[src/include/datapath_macros.svh]
`ifndef DATAPATH_MACROS_SVH
`define DATAPATH_MACROS_SVH

// Width of the shared bus and of every dedicated register
`define DATAPATH_WORD 32

// General registers R0 to R15
`define DATAPATH_REGS 16

// ALU opcode field
`define DATAPATH_OPW 5

`endif

[src/datapathPkg.sv]
`include "datapath_macros.svh"

package datapathPkg;

    typedef logic [`DATAPATH_WORD-1:0] word_t;

    // Z high in the upper half, Z low in the lower half
    typedef logic [2*`DATAPATH_WORD-1:0] wide_t;

    typedef logic [`DATAPATH_REGS-1:0] regMask_t;

    typedef logic [$clog2(`DATAPATH_REGS)-1:0] regIndex_t;

    typedef enum logic [`DATAPATH_OPW-1:0] {
        opAdd  = 5'd3,
        opSub  = 5'd4,
        opAnd  = 5'd5,
        opOr   = 5'd6,
        opShr  = 5'd7,
        opShra = 5'd8,
        opShl  = 5'd9,
        opRor  = 5'd10,
        opRol  = 5'd11,
        opMul  = 5'd15,
        opDiv  = 5'd16,
        opNeg  = 5'd17,
        opNot  = 5'd18
    } aluOp_t;

    // Listed from highest to lowest bus priority
    typedef enum logic [2:0] {
        srcMdr,
        srcZlow,
        srcZhigh,
        srcPc,
        srcHi,
        srcLo,
        srcReg,
        srcNone
    } source_t;

endpackage

[src/busArbiter.sv]
`timescale 1ns/1ps

module busArbiter (
    input  logic                 Clock,
    input  logic                 reset,
    input  logic                 PCout,
    input  logic                 Zhighout,
    input  logic                 Zlowout,
    input  logic                 MDRout,
    input  logic                 HIout,
    input  logic                 LOout,
    input  logic                 regRequest,
    input  datapathPkg::word_t   pcData,
    input  datapathPkg::word_t   zHigh,
    input  datapathPkg::word_t   zLow,
    input  datapathPkg::word_t   mdrData,
    input  datapathPkg::word_t   hiData,
    input  datapathPkg::word_t   loData,
    input  datapathPkg::word_t   regData,
    output datapathPkg::word_t   busData,
    output datapathPkg::source_t grant
);

    logic anyRequest;

    assign anyRequest = MDRout | Zlowout | Zhighout | PCout | HIout | LOout | regRequest;

    // Fixed priority, MDR first and general registers last
    always_comb begin
        if (MDRout) begin
            grant = datapathPkg::srcMdr;
        end else if (Zlowout) begin
            grant = datapathPkg::srcZlow;
        end else if (Zhighout) begin
            grant = datapathPkg::srcZhigh;
        end else if (PCout) begin
            grant = datapathPkg::srcPc;
        end else if (HIout) begin
            grant = datapathPkg::srcHi;
        end else if (LOout) begin
            grant = datapathPkg::srcLo;
        end else if (regRequest) begin
            grant = datapathPkg::srcReg;
        end else begin
            grant = datapathPkg::srcNone;
        end
    end

    always_comb begin
        case (grant)
            datapathPkg::srcMdr:   busData = mdrData;
            datapathPkg::srcZlow:  busData = zLow;
            datapathPkg::srcZhigh: busData = zHigh;
            datapathPkg::srcPc:    busData = pcData;
            datapathPkg::srcHi:    busData = hiData;
            datapathPkg::srcLo:    busData = loData;
            datapathPkg::srcReg:   busData = regData;
            default:               busData = '0;
        endcase
    end

    // An idle bus must read as no owner, and a request must always win an owner
    idleGrant: assert property (
        @(posedge Clock) disable iff (reset)
        (grant == datapathPkg::srcNone) == !anyRequest
    ) else $error("bus grant %s does not match request state", grant.name());

endmodule

[config.mk]
export PLATFORM = sky130hd
export DESIGN_NAME = busArbiter
export DESIGN_NICKNAME = d
export VERILOG_FILES = /design/src/datapathPkg.sv /design/src/busArbiter.sv
export VERILOG_INCLUDE_DIRS = /design/src /design/src/include
export SDC_FILE = /design/constraint.sdc
export NUM_CORES = 1
export LEC_CHECK = 0
export BUFFER_PORTS_ARGS = -buffer_cell sky130_fd_sc_hd__buf_2
export CAP_MARGIN = 15
export CORE_AREA = 2 2 103 105
export DETAILED_ROUTE_END_ITERATION = 10
export DIE_AREA = 0 0 105 107
export GPL_TIMING_DRIVEN = 0
export SLEW_MARGIN = 0
export SYNTH_ARGS = -nofsm -noshare
export SYNTH_HDL_FRONTEND = slang
export SYNTH_SLANG_ARGS = --single-unit
[constraint.sdc]
create_clock -name vclk -period 2.3
set_input_delay 0.345 -clock vclk [all_inputs]
set_output_delay 0.345 -clock vclk [all_outputs]
set_load 0.05 [all_outputs]
### Yosys cells after proc, flatten, opt, wreduce, memory -nomap -nowiden

Index checks and enable logic that the tools add are counted.

* word-level logic and storage cells: 15
* bits of input ports: 233
* output and inout bits: 35
* register bits after elaboration: 0

* reductions and logical operators: 1
* eq/ne operators: 6
* mux-type cells: 8

Operators by type and width (count)
* $pmux 32 s7: 1
* $mux 3: 4
* $eq 3x3->1 const B: 3
* $eq 3x2->1 const B: 2
* $mux 2: 2
* $eq 3x1->1 const B: 1
* $logic_not 3->1: 1
* $mux 1: 1

### Logic depth before layout (Yosys ltp)

* word-level depth: 9
* mapped depth: 8
* mapped depth without buffers: 5

### Least setup slack after synthesis

Ideal clock, no wire load.

* path type: input to output
* start point: input port MDRout
* end point: output port busData[10]
* arrival time: 2.370 ns
* slack: -0.415 ns
* stages on the path: 6
* cell sequence: buf_6 or4_4 buf_6 clkbuf_1 clkbuf_1 o21bai_1

* cells in the longest elaborated chain, start to end: 3
* elaborated cells on any way between the ends: 9

Ends and longest elaborated chain
* from (decl): line busArbiter.sv:9 `input logic MDRout,`
* $mux 3 *: line busArbiter.sv:30 `if (MDRout) begin`
* $eq 3x3->1 (tied with other cells): line busArbiter.sv:50 `case (grant)`
* $pmux 32 s7 *: line busArbiter.sv:50
* to (decl): line busArbiter.sv:20 `output datapathPkg::word_t busData,`

Every way passes the cells marked *; elsewhere a longest branch is shown, timed or not.

### Worst setup path after layout

* start point: input port Zlowout
* end point: output port busData[29]

* cells in the longest elaborated chain, start to end: 4
* elaborated cells on any way between the ends: 10

Ends and longest elaborated chain
* from (decl): line busArbiter.sv:8 `input logic Zlowout,`
* $mux 3 *: line busArbiter.sv:32 `end else if (Zlowout) begin`
* $mux 3 *: line busArbiter.sv:30
* $eq 3x3->1 (tied with other cells): line busArbiter.sv:50
* $pmux 32 s7 *: line busArbiter.sv:50

Marks and branches as above.

==> summary.txt <==
Yosys
  – Area contributors post-synth: a22oi_1 (25%), a222oi_1 (13%), a221o_1 (7.9%), a22o_1 (6.9%), o21bai_1 (6.4%)
  – Top cell type's share of synthesized area: 24.6%
  – Synth Warn #: 0
  – Synth Cell Area: 1530 um^2
  – Most frequent cell after synthesis: a22oi_1
  – Yosys cell types: 28
  – Top post-synthesis cells by count: a22oi_1 (50), clkbuf_1 (25), a222oi_1 (20)
  – Area leader, netlist: a22oi_1
  – Seq/Total Area, Yosys: 0%
  – Mapped Cells: 217
  – Syn_nets: 450
  – Mean Syn Cell Area: 7.04 um^2

Worst setup path
  – Slowest stage delay, CP: 600 ps
  – CP Capture Type: output port
  – Arrival @ worst endpoint: 2070 ps
  – Crit path launch type: input pin
  – Crit Path Max Fanout: 5
  – Bufs and invs on worst path: 4
  – CP max stage cell: or4_4
  – CP cell instances: buf_6, or4_4, clkinv_8, a2111oi_4, buf_4, a22o_1, a221o_2, buf_8
  – Critical path type: input pin to output port
  – Critical Path RT: 1960 ps
  – Crit-path leading delay family: compound AO/OA/AOI/OAI gates

Power
  – Seq pwr share: 0%
  – Switch share: 54.8%
  – Pleak: 1.74 nW
  – Psw: 0.513 mW
  – Combinational share of power: 100.0%
  – Pint: 0.423 mW
  – Clk pwr share: 0%
  – Peak supply drop: 0.000108 V
  – PwrDens: 257 nW/um^2

GRT
  – Initial antenna violation count: 0
  – Pin count of the biggest net entering global routing: 11
  – Vias in the first global route: 3161
  – First-pass GRT wire length: 17100 um
  – Total GRT Usage: 19.0%
  – Total grt overflow: 0

Detailed routing
  – Drt pass-1 iters: 8
  – Final ANT Viol Nets: 0
  – Via/cell ratio: 5.25
  – Total wire length: 11700 um
  – Vias: 3264
  – Routed length per placed instance: 18.8 um
  – DRC viols: 0
  – DRT iter0 DRCs: 315

Floorplanning
  – I/O pin total: 268
  – Number of cell rows: 37
  – Die W: 105 um
  – Die height: 107 um
  – Core area: 10100 um^2
  – DIE AREA: 11200 um^2
  – Initial Utilization: 15.1%

Timing
  – Hold Fails Final Rpt: 0
  – Unrepaired setup endpoints after global routing: yes
  – Final Setup Violations: 14
  – Slew headroom: 56.9%
  – Final worst setup slack: -110 ps
  – Max Clock Freq: 0.415 GHz
  – Final period util: 105%
  – Slew at the pin with the worst max-slew slack: 646 ps
  – Crit path time final: 2410 ps
  – Fin. max-slew vios: 0

Placed design
  – GP Congestion: 0.988
  – Detail Placement HPWL: 9490 um
  – Pre-CTS WS: -637 ps
  – Dpl cell area: 3310 um^2
  – I/O Buffers: 264

Outcome
  – Failing checks: negative setup slack
  – Status: complete, but fails checks

Cells and area
  – Clock buf count: 0
  – Seq cells: 0
  – Final Util: 36.1%
  – # diodes: 0
  – Share of cells above drive strength 1: 69.3%
  – Finished Cell Area: 3640 um^2
  – Final #Nets: 721
  – Growth of design area from synthesis to finish: 138%
  – Register Area: 0 um^2

Job
  – Max cap viols: 0

Worst hold path
  – Hold Crit Class: input pin to output port

CTS
  – Post-CTS Hold Buffers: 0
==> area by class of cell <==
cell class	instances	area, um^2
buffer	28	205
fill	1116	6450
inverter	5	31.3
multi-input combinational	182	1700
tap	136	170
timing repair buffer	271	1540
==> placed cells by master (no fill, tap or decap), types with 3 or more instances in the layout <==
| cell type | netlist | routed |
|---|---|---|
| inv_1 | 4 | 4 |
| a22o_1 | 12 | 12 |
| o21bai_4 | 0 | 10 |
| o21ai_0 | 13 | 13 |
| a222oi_1 | 20 | 20 |
| o2111ai_4 | 0 | 7 |
| nor2_1 | 5 | 3 |
| buf_8 | 0 | 6 |
| buf_2 | 2 | 231 |
| clkbuf_4 | 0 | 5 |
| a22oi_1 | 50 | 50 |
| mux2i_2 | 0 | 6 |
| nor2b_1 | 3 | 3 |
| clkbuf_1 | 25 | 8 |
| buf_4 | 0 | 23 |
| nand2_1 | 14 | 14 |
| clkbuf_2 | 0 | 7 |
| o21bai_1 | 13 | 3 |
| buf_6 | 3 | 17 |
| a221o_2 | 0 | 12 |
| o22ai_1 | 12 | 12 |
==> power by group through the flow <==
stage,sequential [mW],clock [mW],combinational [mW]
after detailed placement,0,0,0.839
after floorplan,0,0,0.515
after global routing,0,0,0.990
after global placement,0,0,0.830
after CTS,0,0,0.923
final,0,0,0.936
==> what timing repair did <==
action	4_1_cts	5_1_grt
setup endpoints to repair	34	33
cloned	1	0
resized for setup	84	23
hold endpoints to repair	0	0
pin swaps	5	6
setup buffers	4	2
==> cell families after synthesis <==
group	Yosys count	synth area share [%]
AO/OA/AOI/OAI	146	75.5
buffers and inverters	35	10.3
multiplexers	8	5.24
AND/OR/NAND/NOR	28	8.93
==> metrics by stage <==
step | hold WS [ps] | power, mW | std cells | TNS, ps
3_3_place_gp | 1140 | 0.830 | 617 | -14250
4_1_cts | 1060 | 0.923 | 620 | -1030
3_5_place_dp | 1140 | 0.839 | 617 | -15160
5_1_grt | 1070 | 0.990 | 622 | -2080
6_report | 1060 | 0.936 | 622 | -1030
2_1_floorplan | 911 | 0.515 | 217 | -1410
==> path summary, 6_finish.rpt <==
path	slack, ps	to	cells after the start	from
worst max-delay path	-110	busData[29]	8	Zlowout
worst min-delay path	1060	busData[15]	3	mdrData[15]
==> metal layers <==
metal	wire length, um	GRT usage [%]	part of all wire [%]	vias to the layer above
met5	0	0	0	-
met4	91	1.71	0.78	0
met3	830	1.70	7.1	8
met2	5970	35.5	51	201
met1	4830	24.3	41	1561
li1	-	-	-	1494
(Power assumes the default switching activity.)
