## src/include/datapath_macros.svh

```systemverilog
`ifndef DATAPATH_MACROS_SVH
`define DATAPATH_MACROS_SVH

// Width of the shared bus and of every dedicated register
`define DATAPATH_WORD 32

// General registers R0 to R15
`define DATAPATH_REGS 16

// ALU opcode field
`define DATAPATH_OPW 5

`endif

```

## src/datapathPkg.sv

```systemverilog
`include "datapath_macros.svh"

package datapathPkg;

    typedef logic [`DATAPATH_WORD-1:0] word_t;

    // Z high in the upper half, Z low in the lower half
    typedef logic [2*`DATAPATH_WORD-1:0] wide_t;

    typedef logic [`DATAPATH_REGS-1:0] regMask_t;

    typedef logic [$clog2(`DATAPATH_REGS)-1:0] regIndex_t;

    typedef enum logic [`DATAPATH_OPW-1:0] {
        opAdd  = 5'd3,
        opSub  = 5'd4,
        opAnd  = 5'd5,
        opOr   = 5'd6,
        opShr  = 5'd7,
        opShra = 5'd8,
        opShl  = 5'd9,
        opRor  = 5'd10,
        opRol  = 5'd11,
        opMul  = 5'd15,
        opDiv  = 5'd16,
        opNeg  = 5'd17,
        opNot  = 5'd18
    } aluOp_t;

    // Listed from highest to lowest bus priority
    typedef enum logic [2:0] {
        srcMdr,
        srcZlow,
        srcZhigh,
        srcPc,
        srcHi,
        srcLo,
        srcReg,
        srcNone
    } source_t;

endpackage

```

## src/specialRegisters.sv

```systemverilog
`timescale 1ns/1ps

module specialRegisters (
    input  logic               Clock,
    input  logic               reset,
    input  logic               PCin,
    input  logic               IncPC,
    input  logic               IRin,
    input  logic               MARin,
    input  logic               MDRin,
    input  logic               Read,
    input  logic               Yin,
    input  logic               Zin,
    input  logic               HIin,
    input  logic               LOin,
    input  datapathPkg::word_t busData,
    input  datapathPkg::word_t Mdatain,
    input  datapathPkg::wide_t aluResult,
    output datapathPkg::word_t pcData,
    output datapathPkg::word_t irWord,
    output datapathPkg::word_t marAddress,
    output datapathPkg::word_t mdrData,
    output datapathPkg::word_t yData,
    output datapathPkg::word_t hiData,
    output datapathPkg::word_t loData,
    output datapathPkg::word_t zHigh,
    output datapathPkg::word_t zLow
);

    datapathPkg::word_t pcNext;
    datapathPkg::word_t mdrNext;

    // PC takes the bus value, bumped by one during a fetch
    assign pcNext  = IncPC ? busData + datapathPkg::word_t'(1) : busData;
    // Memory data bypasses the bus on a read
    assign mdrNext = Read ? Mdatain : busData;

    always_ff @(posedge Clock) begin
        if (reset) begin
            pcData     <= '0;
            irWord     <= '0;
            marAddress <= '0;
            mdrData    <= '0;
            yData      <= '0;
            hiData     <= '0;
            loData     <= '0;
            zHigh      <= '0;
            zLow       <= '0;
        end else begin
            if (PCin) begin
                pcData <= pcNext;
            end
            if (IRin) begin
                irWord <= busData;
            end
            if (MARin) begin
                marAddress <= busData;
            end
            if (MDRin) begin
                mdrData <= mdrNext;
            end
            if (Yin) begin
                yData <= busData;
            end
            if (HIin) begin
                hiData <= busData;
            end
            if (LOin) begin
                loData <= busData;
            end
            if (Zin) begin
                {zHigh, zLow} <= aluResult;
            end
        end
    end

endmodule

```

## config.mk

```make
export PLATFORM = sky130hd
export DESIGN_NAME = specialRegisters
export DESIGN_NICKNAME = d
export VERILOG_FILES = /design/src/datapathPkg.sv /design/src/specialRegisters.sv
export VERILOG_INCLUDE_DIRS = /design/src /design/src/include
export SDC_FILE = /design/constraint.sdc
export NUM_CORES = 1
export LEC_CHECK = 0
export ABC_AREA = 0
export BUFFER_PORTS_ARGS = -buffer_cell sky130_fd_sc_hd__buf_2
export CAP_MARGIN = 25
export CORE_MARGIN = 10
export CORE_UTILIZATION = 49
export CTS_CLUSTER_DIAMETER = 200
export DETAILED_ROUTE_END_ITERATION = 6
export PLACE_DENSITY = 0.8
export SLEW_MARGIN = 20
export SYNTH_ARGS = -nofsm -noshare
export SYNTH_HDL_FRONTEND = slang
export SYNTH_SLANG_ARGS = --single-unit
```

## constraint.sdc

```tcl
create_clock -name Clock -period 2.4 [get_ports Clock]
set_input_delay 0 -clock Clock [delete_from_list [all_inputs] [get_ports Clock]]
set_output_delay 0 -clock Clock [all_outputs]
set_load 0.02 [all_outputs]
```

==> Word level (Yosys, flattened, before mapping) <==
Cells that the tools add are included.
{ "totals": {"reg_bits": 288, "romBits": 0, "word_cells": 12, "latch_bits": 0, "output_inout_bits": 288, "mem_bits_rw": 0, "in_bits": 140, "memories": 0} }
{ "classes": {"mul": 0, "muxes": 2, "add_sub_neg": 1, "n_bitwise": 0, "n_lt_le_gt_ge": 0, "div": 0, "reduce_logical": 0, "n_shift": 0, "n_eq_ne": 0} }
{ "op_table": {"columns": ["operator", "count"], "rows": [
  ["32-bit two-way mux", 2],
  ["32-bit by 1-bit adder with 32-bit output, second input constant", 1]
]} }

==> Logic depth before layout (Yosys ltp) <==
{ "logic_depth": {"ltp_word": 2, "mapped_depth": 6, "mapped_depth_nobuf": 5} }

==> Worst setup path before layout <==
Ideal clock, no wire load.
{ "synth_timing": {"path_type": "in2reg", "start": "input busData[9]", "end": "register pcData[22]", "required_ns": 2.309, "path_stages": 6, "setup_ns": 0.091, "setup_slack_ns": 0.686, "path_buffers": 2, "t_arrival_ns": 1.623, "path_cell_list": "buf_6 nand3_4 or4_4 buf_6 or4_1 a311oi_1"} }
{ "synth_between": {"elab_chain_cells": 2} }
{ "synth_rtl": {"columns": ["element", "line", "text"], "rows": [
  ["start: declaration", "specialRegisters.sv:16", "input datapathPkg::word_t busData,"],
  ["32-bit by 1-bit adder with 32-bit output", "specialRegisters.sv:34", "assign pcNext = IncPC ? busData + datapathPkg::word_t'(1) : busData;"],
  ["32-bit two-way mux", "specialRegisters.sv:34", null],
  ["end signal: assignment", "specialRegisters.sv:51", "pcData <= pcNext;"],
  ["end: declaration", "specialRegisters.sv:19", "output datapathPkg::word_t pcData,"]
]} }
No other way between the ends.
A chain may end at the register's enable or synchronous reset.

==> Worst setup path in the final report <==
{ "layout_timing": {"start": "input busData[15]", "end": "register pcData[22]"} }
Same word-level chain as after synthesis.

==> summary.md <==
| Metric | Value |
|---|---|
| Outcome | `finished, final reports clean` |
| Final Skew | `0 ns` |
| IO Pins | `428` |
| Max-slew violations | `0` |
| Synth unique cells | `42` |
| Synthesized area | `11200 um^2` |
| Post-synth EDFFs | `0` |
| Share of cells above drive strength 1 | `30.4%` |
| Hold path endpoint | `marAddress[9]` |
| Critical path data arrival time | `2.88 ns` |
| TritonRoute pass-1 iters | `5` |
| Final Hold Fails | `0` |
| First-pass GRT wire length | `67500 um` |
| Total gr overflow | `0` |
| Cell Count, Final, Fillers Out | `2012` |
| Crit path buf inv count | `3` |
| Stages on the worst setup path | `7` |
| Worst R2R Start | `pcData[31]` |
| Routing usage on met2 | `49.0%` |
| I/O Buffers | `427` |
| Met1 Use GR | `33.9%` |
| Fmax | `417 MHz` |
| CP top delay family | `buffers and inverters` |
| HPWL after DPL | `29400 um` |
| Root Driver | `clkbuf_16` |
| Vias in the first global route | `11154` |
| Nets | `1838` |
| R2R setup slack | `0.95 ns` |
| DRC Markers | `0` |
| Starting DRC count in detailed routing | `996` |
| Worst Setup End Kind | `flop` |
| Worst Slack Setup Final | `0.00197 ns` |
| Clk sink count | `288` |
| DIE WIDTH | `171 um` |
| Post-layout min period | `2.40 ns` |
| Longest Clk Path Bufs | `3` |
| Slew of the pin with the lowest slew margin | `0.764 ns` |
| Sequential area share after synthesis | `51.6%` |
| CP max stage cell | `or4_4` |
| Total track usage | `29.7%` |
| Placement Setup Slack | `0.477 ns` |
| Syn nets | `1274` |
| WS Path Type | `input port to flop` |
| Startpoint types | `input port` |
| Reg area | `5770 um^2` |
| Multi-input gate area | `4970 um^2` |
| Post-Synthesis Cells | `1133` |
| Type of the tightest min-delay check | `input port to flop` |
| Met3 Use GR | `8.82%` |
| Core Area | `22500 um^2` |
| Reg-to-Reg End | `pcData[31]` |
| Pwr dens | `742 nW/um^2` |
| Filler instances | `1529` |
| Htree depth | `1` |
| Max Cap Viol | `0` |
| Crit path largest cell delay | `0.60 ns` |
| Final setup vio count | `0` |
| Worst min-delay path startpoint | `busData[9]` |
| Setup Total Neg Slack | `0 ns` |
| Synth warnings | `0` |
| Asr flop ratio synth | `0%` |
| Vias per cell | `5.47` |
| Number of cell rows | `55` |
| CP Max Fanout | `13` |
| Synth Flop Type | `dfxtp_1` |
| Final antenna-violating net count | `0` |
| Hold Path Cell Cnt | `4` |
| Initial core utilization | `49.6%` |
| Worst-Skew Late Latency | `0.56 ns` |
| Crit share post-route | `99.9%` |
| Yosys reg bits | `288` |
| Gp weighted congestion | `0.891` |
| Antenna violations before repair | `6` |
| TritonCTS clock tree | `yes` |
| Area Overhead vs Synth | `47.2%` |
| Pleak | `8.13 nW` |
| Clock slew at the register clock pins of the worst setup and hold paths | `0.06 ns` |
| Worst R2R Path Depth | `4` |
| Relative slew margins | `49.1%` |
| Critical Path, Cell by Cell | `dlygate4sd3_1 -> clkbuf_4 -> nand2_1 -> or4_4 -> or4_1 -> a311oi_1 -> dlygate4sd3_1` |
| Largest net degree at the start of global routing | `76` |
| Via count | `11000` |
| Final WL | `46100 um` |
| RSZ-0062 raised after global routing | `no` |
| Most frequent CP cell | `dlygate4sd3_1` |
| DIE HEIGHT | `171 um` |
| Inst Count DP | `1765` |
| DR WL/cell | `22.9 um` |
| DIE AREA | `29200 um^2` |
| Total Power | `12.2 mW` |
| GRT Max-Usage Layer | `met2` |
| CP required | `2.88 ns` |
| Finished Core Util | `73.1%` |
| Synthesized area per cell | `9.86 um^2` |
| Max VDD drop | `0.000735 V` |
| Total CTS buffers | `31` |
==> worst register-to-register path, stage by stage, from the launching register on <==
cell           delay [ns]
dfxtp_1              0.35
nor2b_1              0.14
a31oi_1              0.15
o221ai_1             0.12
dlygate4sd3_1        0.58
==> Yosys cell counts (3+ instances only) <==
master      n  area share (%)
a211oi_1   47             3.2
a311oi_1   12            0.94
and4_1      4            0.31
buf_1      23            0.77
buf_2       6            0.27
clkbuf_1   82             2.8
dfxtp_1   288              52
inv_1       5            0.17
mux2i_1   257              23
nand2_1    16            0.54
nand3_1    11            0.49
nand4_1     9            0.50
nor2_1    289             9.7
nor2b_1     4            0.22
nor3_1      3            0.13
nor4_1      8            0.45
o21ai_0     7            0.31
o31ai_1     7            0.47
or3_1       6            0.34
or4_1      12            0.81
xnor2_1     8            0.63
xor2_1      5            0.39
==> per-stage QoR <==
| stage | cell area (um^2) | hold WS, ns |
|---|---|---|
| 6_report | 16400 | 0.0280 |
| 4_1_cts | 16400 | 0.00291 |
| 5_1_grt | 16400 | 0.0323 |
| 3_3_place_gp | 13500 | 0.235 |
| 3_5_place_dp | 13500 | 0.244 |
| 2_1_floorplan | 11200 | 0.147 |
==> timing repair <==
item	in CTS	in global routing
endpoints found under the setup margin	0	5
hold buffers	183	0
hold endpoints to repair	276	0
setup buffers	0	1
resized for setup	0	12
==> cells by family (layout without fill, tap and decap cells) <==
kind of cell | after synthesis | count (layout) | share of synthesized area [%]
and+or+nand+nor | 374 | 374 | 14.5
adders and majority gates | 1 | 1 | 0.112
AOI/OAI and AO/OA | 81 | 81 | 5.50
xor gates and xnor gates | 13 | 13 | 1.02
DFF | 288 | 288 | 51.6
muxes | 257 | 257 | 23.0
buffers and inverters | 119 | 705 | 4.23
other | 0 | 8 | 0
==> flip-flops by register name (all words and copies together), names as in the netlist <==
name        flops
marAddress     32
zLow           32
zHigh          32
hiData         32
irWord         32
pcData         32
yData          32
loData         32
mdrData        32
==> worst max-delay path by stage <==
stage	startpoint	to	slack, ns
final	busData[15]	pcData[22]	0.002
after global routing	busData[15]	pcData[22]	0.006
after CTS	busData[25]	pcData[30]	0.03
after detailed placement	busData[6]	pcData[27]	0.48
after global placement	busData[6]	pcData[27]	0.51
after floorplan	busData[9]	pcData[22]	0.69
==> cell usage in the layout (no fill, tap or decap), drive strengths merged, types with 11 or more instances in the layout <==
cell and instances:
clkbuf 49, or4 13, nand2 16, nor2 289
dlygate4sd3 183, nand4 11, buf 455, dfxtp 288
a211oi 47, a311oi 12, nand3 12, mux2i 257
==> per-layer routing <==
layer | vias to the layer above | wire (um)
met5 | - | 15
met4 | 2 | 2750
met3 | 177 | 4050
met2 | 573 | 22200
met1 | 5222 | 17100
li1 | 5026 | -
==> where the power goes <==
| part | leakage [nW] | total, mW | switching, mW | internal, mW |
|---|---|---|---|---|
| clock | 0.514 | 4.80 | 1.93 | 2.87 |
| sequential | 2.38 | 5.25 | 0.169 | 5.09 |
| combinational | 5.24 | 2.13 | 1.27 | 0.861 |
| total | 8.13 | 12.2 | 3.38 | 8.82 |
==> cell type report <==
| class | count | area share, % |
|---|---|---|
| timing repair buffer | 645 | 26.1 |
| tap | 285 | 2.17 |
| clock inverter | 13 | 0.921 |
| clock buffer | 42 | 5.33 |
| inverter | 5 | 0.114 |
| multi-input combinational | 726 | 30.2 |
| antenna | 8 | 0.122 |
| sequential | 288 | 35.1 |
No activity file was read; power rests on OpenSTA's default activity.
