## config.mk

```make
export PLATFORM = sky130hd
export DESIGN_NAME = registerFile
export DESIGN_NICKNAME = d
export VERILOG_FILES = /design/src/datapathPkg.sv /design/src/registerFile.sv
export VERILOG_INCLUDE_DIRS = /design/src /design/src/include
export SDC_FILE = /design/constraint.sdc
export NUM_CORES = 1
export LEC_CHECK = 0
export BUFFER_PORTS_ARGS = -buffer_cell sky130_fd_sc_hd__buf_2
export CORE_ASPECT_RATIO = 1.4
export CORE_UTILIZATION = 50
export DETAILED_ROUTE_END_ITERATION = 8
export PLACE_DENSITY = 0.67
export SLEW_MARGIN = 5
export SYNTH_ARGS = -nofsm -noshare
export SYNTH_HDL_FRONTEND = slang
export SYNTH_SLANG_ARGS = --single-unit
export TNS_END_PERCENT = 20
```

## constraint.sdc

```tcl
create_clock -name Clock -period 3.3 [get_ports Clock]
set_input_delay 0.495 -clock Clock [delete_from_list [all_inputs] [get_ports Clock]]
set_output_delay 0.495 -clock Clock [all_outputs]
set_load 0.01 [all_outputs]
```

## src/include/datapath_macros.svh

```systemverilog
`ifndef DATAPATH_MACROS_SVH
`define DATAPATH_MACROS_SVH

// Width of the shared bus and of every dedicated register
`define DATAPATH_WORD 32

// General registers R0 to R15
`define DATAPATH_REGS 16

// ALU opcode field
`define DATAPATH_OPW 5

`endif

```

## src/datapathPkg.sv

```systemverilog
`include "datapath_macros.svh"

package datapathPkg;

    typedef logic [`DATAPATH_WORD-1:0] word_t;

    // Z high in the upper half, Z low in the lower half
    typedef logic [2*`DATAPATH_WORD-1:0] wide_t;

    typedef logic [`DATAPATH_REGS-1:0] regMask_t;

    typedef logic [$clog2(`DATAPATH_REGS)-1:0] regIndex_t;

    typedef enum logic [`DATAPATH_OPW-1:0] {
        opAdd  = 5'd3,
        opSub  = 5'd4,
        opAnd  = 5'd5,
        opOr   = 5'd6,
        opShr  = 5'd7,
        opShra = 5'd8,
        opShl  = 5'd9,
        opRor  = 5'd10,
        opRol  = 5'd11,
        opMul  = 5'd15,
        opDiv  = 5'd16,
        opNeg  = 5'd17,
        opNot  = 5'd18
    } aluOp_t;

    // Listed from highest to lowest bus priority
    typedef enum logic [2:0] {
        srcMdr,
        srcZlow,
        srcZhigh,
        srcPc,
        srcHi,
        srcLo,
        srcReg,
        srcNone
    } source_t;

endpackage

```

## src/registerFile.sv

```systemverilog
`timescale 1ns/1ps
`include "datapath_macros.svh"

module registerFile (
    input  logic                  Clock,
    input  logic                  reset,
    input  datapathPkg::regMask_t regIn,
    input  datapathPkg::regMask_t regOut,
    input  datapathPkg::word_t    busData,
    output datapathPkg::word_t    regData,
    output logic                  regRequest
);

    datapathPkg::word_t     regs [`DATAPATH_REGS];
    datapathPkg::regIndex_t readIndex;

    always_ff @(posedge Clock) begin
        if (reset) begin
            for (int i = 0; i < `DATAPATH_REGS; i++) begin
                regs[i] <= '0;
            end
        end else begin
            for (int i = 0; i < `DATAPATH_REGS; i++) begin
                if (regIn[i]) begin
                    regs[i] <= busData;
                end
            end
        end
    end

    // Scan downward so the lowest selected index is the one that sticks
    always_comb begin
        readIndex = '0;
        for (int i = `DATAPATH_REGS - 1; i >= 0; i--) begin
            if (regOut[i]) begin
                readIndex = datapathPkg::regIndex_t'(i);
            end
        end
    end

    assign regData    = regs[readIndex];
    assign regRequest = |regOut;

    // Control must never load two general registers from one bus word
    singleRegLoad: assert property (
        @(posedge Clock) disable iff (reset)
        $onehot0(regIn)
    ) else $error("regIn has more than one bit set: %h", regIn);

endmodule

```

== Word-level counts from Yosys, hierarchy flattened ==
Memory sizes are Yosys's and may differ from the RTL's.
Index checks and enable logic that the tools add are counted.
Storage, ports and cells
  logic and storage cells: 100
  output and inout bits: 33
  bits in writable memories: 512
  memories: 1
  bits in registers: 0
Memory list
  regs: words 16, width 32, rd ports 1, clocked after Yosys merged registers in 0, wr ports 16, line registerFile.sv:14  | datapathPkg::word_t regs [`DATAPATH_REGS];
Cells by class
  reduce and logical (&&, ||, !) cells: 1
  muxes and demuxes: 82
  bitwise gates (word level): 16
Operators by type and width (number)
  $mux 32: 16
  $mux 4: 16
  $mux 1: 50
  $or 1x1->1: 16
  $reduce_or 16->1: 1

== Logic depth before layout (Yosys ltp) ==
Gate-level depths: netlist (run 1).
An unclocked memory read counts as a cell.
  depth in word-level cells: 17
  mapped depth: 10
  depth with buffers taken out: 7

== Least setup slack after synthesis (run 1) ==
No wires, ideal clock.
  path type: input-to-output
  start: input regOut[4]
  end: output regData[26]
  required time: 2.805 ns
  stages on the path: 9
  path slack: 0.260 ns
  arrival time: 2.545 ns
  path through: or3_1 > a221oi_2 > o41ai_4 > and2_1 > buf_6 > buf_2 > mux2i_1 > a22o_1 > nor4_1
Between the ends
  cells in the longest elaborated chain, start to end: 6
Ends and longest elaborated chain
  start, declared: line registerFile.sv:8  | input datapathPkg::regMask_t regOut,
  $mux 4 (5 in a row): line registerFile.sv:35  | if (regOut[i]) begin
  $mem_v2 16x32
  end, declared: line registerFile.sv:10  | output datapathPkg::word_t regData,
Every way passes these cells.

== Worst setup path after layout (run 1) ==
  start: input regOut[4]
  end: output regData[17]
The elaborated chain is that of the path after synthesis.

==> results.md, run 1 <==
* Status: finished, final reports clean
* Biggest regs: regs: 512 flops
* Req. time, crit path at 2800 ps
* CTS clk-pin slew, worst paths at 60 ps
* Slew Viols, Final at 0
* CTS root buffer: clkbuf_16
* Total global routing overflow at 0
* Area growth syn-to-layout at 16.5%
* Row count at 90
* Combined flip-flop and latch cell area at 0.0154 sq mm
* Async set-reset flop share out of synthesis at 0
* DRT Pass-1 Iters at 7
* Fin crit share at 0.982
* Dpl hpwl at 34100 um
* Core area at 0.0432 sq mm
* Initial DRC count at 1621
* Ys Warns at 0
* Final Instance Area at 0.0257 sq mm
* NetSw at 3.34 mW
* Comb power frac at 0.088
* Via/cell ratio at 6.07
* Syn nets at 1701
* Max_cap viols at 0
* Setup TNS at 0 ps
* RSZ-0062 raised after global routing: true
* DRC errors left at 0
* Mapped Cells at 1635
* Post-synthesis register bit count at 512
* Primary FF master, synth: edfxtp_1
* Number of synthesized flops with an enable pin at 512
* Tmin final at 3240 ps
* Worst EP arrival at 2750 ps
* Clock tree buffer depth at 3
* Width of the chip at 179 um
* Filler instances at 3366
* ANT cells at 0
* Largest net degree at the start of global routing at 39
* Fmax at 309 MHz
* Critical Path Fanout Max at 8
* Post-synthesis sequential area ratio at 0.698
* NumNets Final at 1846
* Port bufs at 98
* Die ar. at 0.0449 sq mm
* Pleak at 9.65 nW
* Worst hold slack at 434 ps
* Crit. Startpoint: regOut[4]
* Switching share of total power at 0.229
* Syn Area/Cell at 13.5 sq um
* Total number of vias at 14400
* WL per Instance at 26.1 um
* Relative slew slack at 0.324
* Max IR drop VDD at 0.481 mV
* Yosys top cell area share at 0.698
* Critical path, cell by cell: buf_2 -> or3_4 -> a221oi_4 -> o41ai_4 -> buf_4 -> nand2_8 -> buf_12 -> buf_4 -> o22ai_1 -> a211oi_1 -> and4_1 -> buf_2
* Flop pwr share at 0.543
* Placed cell area at 0.0238 sq mm
* Synth top area cells: edfxtp_1 (70%), and2_1 (9.2%), nand2_1 (2.6%)
* Worst setup SP type: input port
* Slowest-stage cell, CP: or3_4
* CTS tree: built
* Cell Area, Synth at 0.0220 sq mm
* Unique cell type count in the Yosys netlist at 54
* Initial core utilization at 0.510
* Post-DRT Antenna Nets at 0
* DRT Wirelength at 61900 um
* Initial antenna violation count at 2
* CP Capture Type: primary output
* Clock network power share at 0.369
* Multi-input logic area at 0.00628 sq mm
* Pwr Density at 568 mW/mm^2
* Global-route wire length before repair at 88600 um
* Die Y-Extent at 250 um
* Hold Path Depth at 3
* Total GRT Usage at 0.268
* # H-tree levels at 2
* Int Power at 11.2 mW
* Gpl congestion at 0.819
* Via count of the first global-routing pass at 14000
* Hold/Removal Path Class: in2reg
* Crit Path Category: in2out
* Layout cells sized above 1 at 0.200
* Top-Level Pins at 99
* Final setup fails at 0
* Hold Vio Cnt, Final at 0
* Most flops, register: regs
* CP Capture Point: regData[17]
* Total clock buffers created by CTS at 47
* Max FFs per register at 512
* Top cell type by total area after synthesis: edfxtp_1
* Max incr delay on CP at 380 ps
* Worst slew pin tran at 1010 ps
* Sink Count at 512
[layout by cell type, fill, tap and decap left out, drive strengths merged, types with 7 or more instances in the layout]
master	count
a22o	10
o22a	41
a21oi	110
a22oi	27
and4	23
nor3	14
nor4	16
edfxtp	512
a21o	10
and2	325
o22ai	35
inv	7
clkbuf	59
clkinv	18
nand3	7
nor2b	33
o21ai	10
nor2	42
mux2i	14
nand2	157
a211oi	18
o221ai	24
buf	227
or2	19
[layout make-up]
| type | instances | share of cell area |
|---|---|---|
| Tap cell | 552 | 0.0269 |
| Timing Repair Buffer | 229 | 0.0719 |
| Clock inverter | 28 | 0.0105 |
| Clock buffer | 57 | 0.0473 |
| Inverter | 3 | 0.000438 |
| Multi-Input combinational cell | 987 | 0.244 |
| Sequential cell | 512 | 0.599 |
[how the worst min path moves through the flow]
stage                     start           end  slack, ps
floorplan              regIn[0]    regs[0][0]        690
global placement     busData[7]   regs[13][7]       1030
detailed placement   busData[8]   regs[15][8]       1020
CTS                  busData[8]   regs[15][8]        430
global route        busData[12]  regs[11][12]        450
finish              busData[12]  regs[11][12]        430
[power groups by stage]
stage                     registers (mW)  logic [mW]  clock network, mW
after floorplan                     7.99       0.667                  0
after global placement              8.02        1.19                  0
after detailed placement            8.05        1.21                  0
after CTS                           7.91        1.22               5.42
after global routing                7.95        1.36               5.64
final                               7.91        1.28               5.39
[worst max-delay path, delay by kind of cell]
| kind | cells | cell delay [ps] |
|---|---|---|
| AND/OR/NAND/NOR | 3 | 720 |
| buffers and inverters | 5 | 750 |
| AO/OA/AOI/OAI | 4 | 770 |
[metrics by stage]
| stage | instances | setup WS, ps | util | power [mW] |
|---|---|---|---|---|
| after floorplan | 1635 | 260 | - | 8.66 |
| after global placement | 2264 | -91.4 | 0.551 | 9.21 |
| after detailed placement | 2264 | -41.0 | 0.551 | 9.26 |
| after CTS | 2349 | -34.7 | 0.586 | 14.6 |
| after global routing | 2368 | -9.09 | 0.594 | 14.9 |
| final | 2368 | 59.4 | 0.594 | 14.6 |
[routing by layer]
layer  wire, um  part of all wire  up-vias  global-route usage
met5          0                 0        -                   0
met4       2270             0.037        0               0.102
met3       4970             0.080      146              0.0330
met2      30600              0.50      754               0.463
met1      24000              0.39     7132               0.348
li1           -                 -     6336                   -
[timing repair]
action | in CTS | in global routing
hold endpoints to repair | 0 | 0
gates resized for setup | 6 | 31
pin swaps | 0 | 7
buffers inserted | 0 | 14
setup endpoints to repair | 8 | 31
gates cloned | 0 | 5
hold buffers | 0 | 0
[cell usage after synthesis, types with 12 or more instances]
| library cell | instances |
|---|---|
| a21oi_1 | 110 |
| o22ai_1 | 35 |
| nand2_1 | 154 |
| nor2b_1 | 33 |
| o221ai_1 | 24 |
| mux2i_1 | 14 |
| and4_1 | 23 |
| buf_2 | 15 |
| edfxtp_1 | 512 |
| nor2_1 | 42 |
| and2_1 | 323 |
| o22a_1 | 41 |
| a22oi_1 | 27 |
| or2_2 | 19 |
| a211oi_1 | 18 |
| nor3_1 | 12 |
| clkbuf_1 | 104 |
[cell families (layout without fill, tap and decap cells)]
logic type	after synthesis	count (layout)	synth area share
flip-flops	512	512	0.698
multiplexers	16	16	0.00738
AND/OR/NAND/NOR	646	649	0.165
AO/OA/AOI/OAI	322	322	0.103
buffers and inverters	139	317	0.0271
No activity file was read; power rests on OpenSTA's default activity.
==> run 2: changes to the inputs <==
Settings changed: SETUP_SLACK_MARGIN set to 0.3.
==> results.md, run 2 (synthesis gave the netlist of run 1 again) <==
* Delay-heaviest family, CP: simple AND/OR/NAND/NOR gates
* Slew Viols, Final at 0 (unchanged)
* Total clock buffers created by CTS at 47 (unchanged)
* Relative slew slack at 0.299 (-0.0256)
* DRC errors left at 14 (+14)
* Combined flip-flop and latch cell area at 0.0154 sq mm (unchanged)
* Status: finished, violations left
* Failing checks: DRC
* RSZ-0062 raised after global routing: true
* Die ar. at 0.0449 sq mm (unchanged)
* DRT Wirelength at 62900 um (+1.7%)
* Width of the chip at 179 um (unchanged)
* WL per Instance at 26.6 um (+1.7%)
* Tmin final at 3230 ps (-5.94 ps)
* Total global routing overflow at 0 (unchanged)
* Via count of the first global-routing pass at 14500 (+3.3%)
* Filler instances at 3351 (-0.45%)
* Placed cell area at 0.0239 sq mm (+0.33%)
* Clock network power share at 0.365 (-0.004)
* Die Y-Extent at 250 um (unchanged)
* Gpl congestion at 0.865 (+5.7%)
* Initial antenna violation count at 1 (-1)
* Flop pwr share at 0.543 (about the same)
* Via/cell ratio at 6.07 (about the same)
* Worst slew pin tran at 1050 ps (+38.3 ps)
* Sink Count at 512 (unchanged)
* Max incr delay on CP at 390 ps (about the same)
* Hold Path Sink: regs[3][31]
* Pwr Density at 563 mW/mm^2 (-0.85%)
* Critical path, cell by cell: buf_6 -> or3_4 -> a221oi_4 -> o41ai_4 -> buf_4 -> and2_4 -> buf_6 -> nor4_1 -> o21ai_1 -> a311oi_2 -> buf_2
* Crit Path Category: in2out
* Initial core utilization at 0.510 (unchanged)
* NetSw at 3.32 mW (-0.79%)
* Post-DRT Antenna Nets at 0 (unchanged)
* Row count at 90 (unchanged)
* Fin crit share at 0.980 (-0.00180)
* Port bufs at 98 (unchanged)
* Total number of vias at 14400 (+0.028%)
* Total GRT Usage at 0.277 (+0.00903)
* # H-tree levels at 2 (unchanged)
* Critical Path Fanout Max at 5 (-3)
* Global-route wire length before repair at 91200 um (+2.9%)
* WP depth at 11 (-1)
* Comb power frac at 0.093 (+0.005)
* Fmax at 309 MHz (+0.18%)
* DP Worst Slack at -0.507 ps (+40.5 ps)
* Hold Vio Cnt, Final at 0 (unchanged)
* Switching share of total power at 0.227 (-0.00195)
* CP Capture Type: primary output
* Worst hold slack at 303 ps (-132 ps)
* DRT Pass-1 Iters at 9 (+2)
* Most frequent cells in the layout: edfxtp_1 (512), and2_1 (322), nand2_1 (154), a21oi_1 (110), buf_2 (94)
* Worst path bufs/invs at 4 (-1)
* Final setup fails at 0 (unchanged)
* ANT cells at 0 (unchanged)
* CTS root buffer: clkbuf_16
* Worst EP arrival at 2740 ps (about the same)
* Max IR drop VDD at 0.410 mV (-15%)
* Pleak at 9.74 nW (+1.0%)
* Leading cell type in the layout, fill and taps excluded: edfxtp_1
* Int Power at 11.3 mW (+0.32%)
* Largest net degree at the start of global routing at 39 (unchanged)
* Slowest-stage cell, CP: or3_4
* Top-Level Pins at 99 (unchanged)
* Max_cap viols at 0 (unchanged)
* CTS clk-pin slew, worst paths at 60 ps (about the same)
* Biggest regs: regs: 512 flops
* Slack of the critical path at 65.3 ps (+5.94 ps)
* Clock tree buffer depth at 3 (unchanged)
* CP dominant cell by count: buf_6
* Layout cells sized above 1 at 0.200 (+0.000551)
* Final Instance Area at 0.0259 sq mm (+0.92%)
* Core area at 0.0432 sq mm (unchanged)
* Most flops, register: regs
* CTS tree: built
* # hold bufs at CTS at 0 (unchanged)
* Dpl hpwl at 35100 um (+2.9%)
* Multi-input logic area at 0.00629 sq mm (+0.22%)
* Worst setup SP type: input port
* NumNets Final at 1849 (+0.16%)
* Area growth syn-to-layout at 17.6%
* Hold/Removal Path Class: in2reg
* Req. time, crit path at 2800 ps (about the same)
* Hold_sp: regIn[3]
* Initial DRC count at 1572 (-3.0%)
* Hold Path Depth at 2 (-1)
* Max FFs per register at 512 (unchanged)
==> run 2: changes by cell type in the layout (fill, tap and decap cells not counted), moves of 2 or more <==
cell       delta
a211oi_2      -5
clkbuf_1      -3
nor4_4        +2
clkbuf_16     +3
buf_4         -9
inv_6         -4
nor4_1        -2
buf_6         +5
clkinv_1      +3
buf_2         -4
a211oi_1      +5
buf_12       +10
==> run 2: area by class of cell <==
| class | instances | share of cell area |
|---|---|---|
| inverter | 3 | 0.000434 |
| sequential | 512 | 0.593 |
| clock buffer | 56 | 0.0483 |
| timing repair buffer | 233 | 0.0805 |
| tap | 552 | 0.0266 |
| clock inverter | 26 | 0.00825 |
| multi-input combinational | 986 | 0.243 |
==> run 2: stage by stage <==
step | setup TNS [ps] | power (mW) | util | cells
6_report | 0 | 14.6 | 0.599 | 2368
5_1_grt | -92.9 | 14.9 | 0.599 | 2368
4_1_cts | 0 | 14.6 | 0.595 | 2362
3_5_place_dp | -0.507 | 9.29 | 0.553 | 2262
3_3_place_gp | 0 | 9.25 | 0.553 | 2262
2_1_floorplan | 0 | 8.66 | - | 1635
==> run 2: how the worst max path moves through the flow <==
stage / from / end / slack [ps]
after global placement: regOut[4] / regData[25] / 20
final: regOut[2] / regData[8] / 70
after global routing: regOut[7] / regData[14] / -40
after CTS: regOut[2] / regData[24] / 40
after floorplan: regOut[4] / regData[7] / 310
after detailed placement: regOut[4] / regData[25] / -0.5
==> run 2: power groups by stage <==
stage	Combinational [mW]	Clock, mW	Sequential [mW]
2_1_floorplan	0.668	0	7.99
6_report	1.35	5.32	7.92
5_1_grt	1.43	5.56	7.96
4_1_cts	1.32	5.34	7.91
3_5_place_dp	1.25	0	8.05
3_3_place_gp	1.23	0	8.02
==> run 2: layer usage <==
metal  GRT usage  routed length (um)  vias up
li1            -                   -     6339
met1       0.366               24600     7172
met2       0.462               30400      725
met3      0.0413                5570      136
met4       0.114                2420        0
met5           0                   0        -
==> run 2: what timing repair did <==
item | CTS | global route
pin swaps | 10 | 6
endpoints found under the hold margin | 0 | 0
gates cloned | 4 | 3
buffers inserted | 14 | 3
endpoints found under the setup margin | 32 | 32
gates resized for setup | 25 | 20
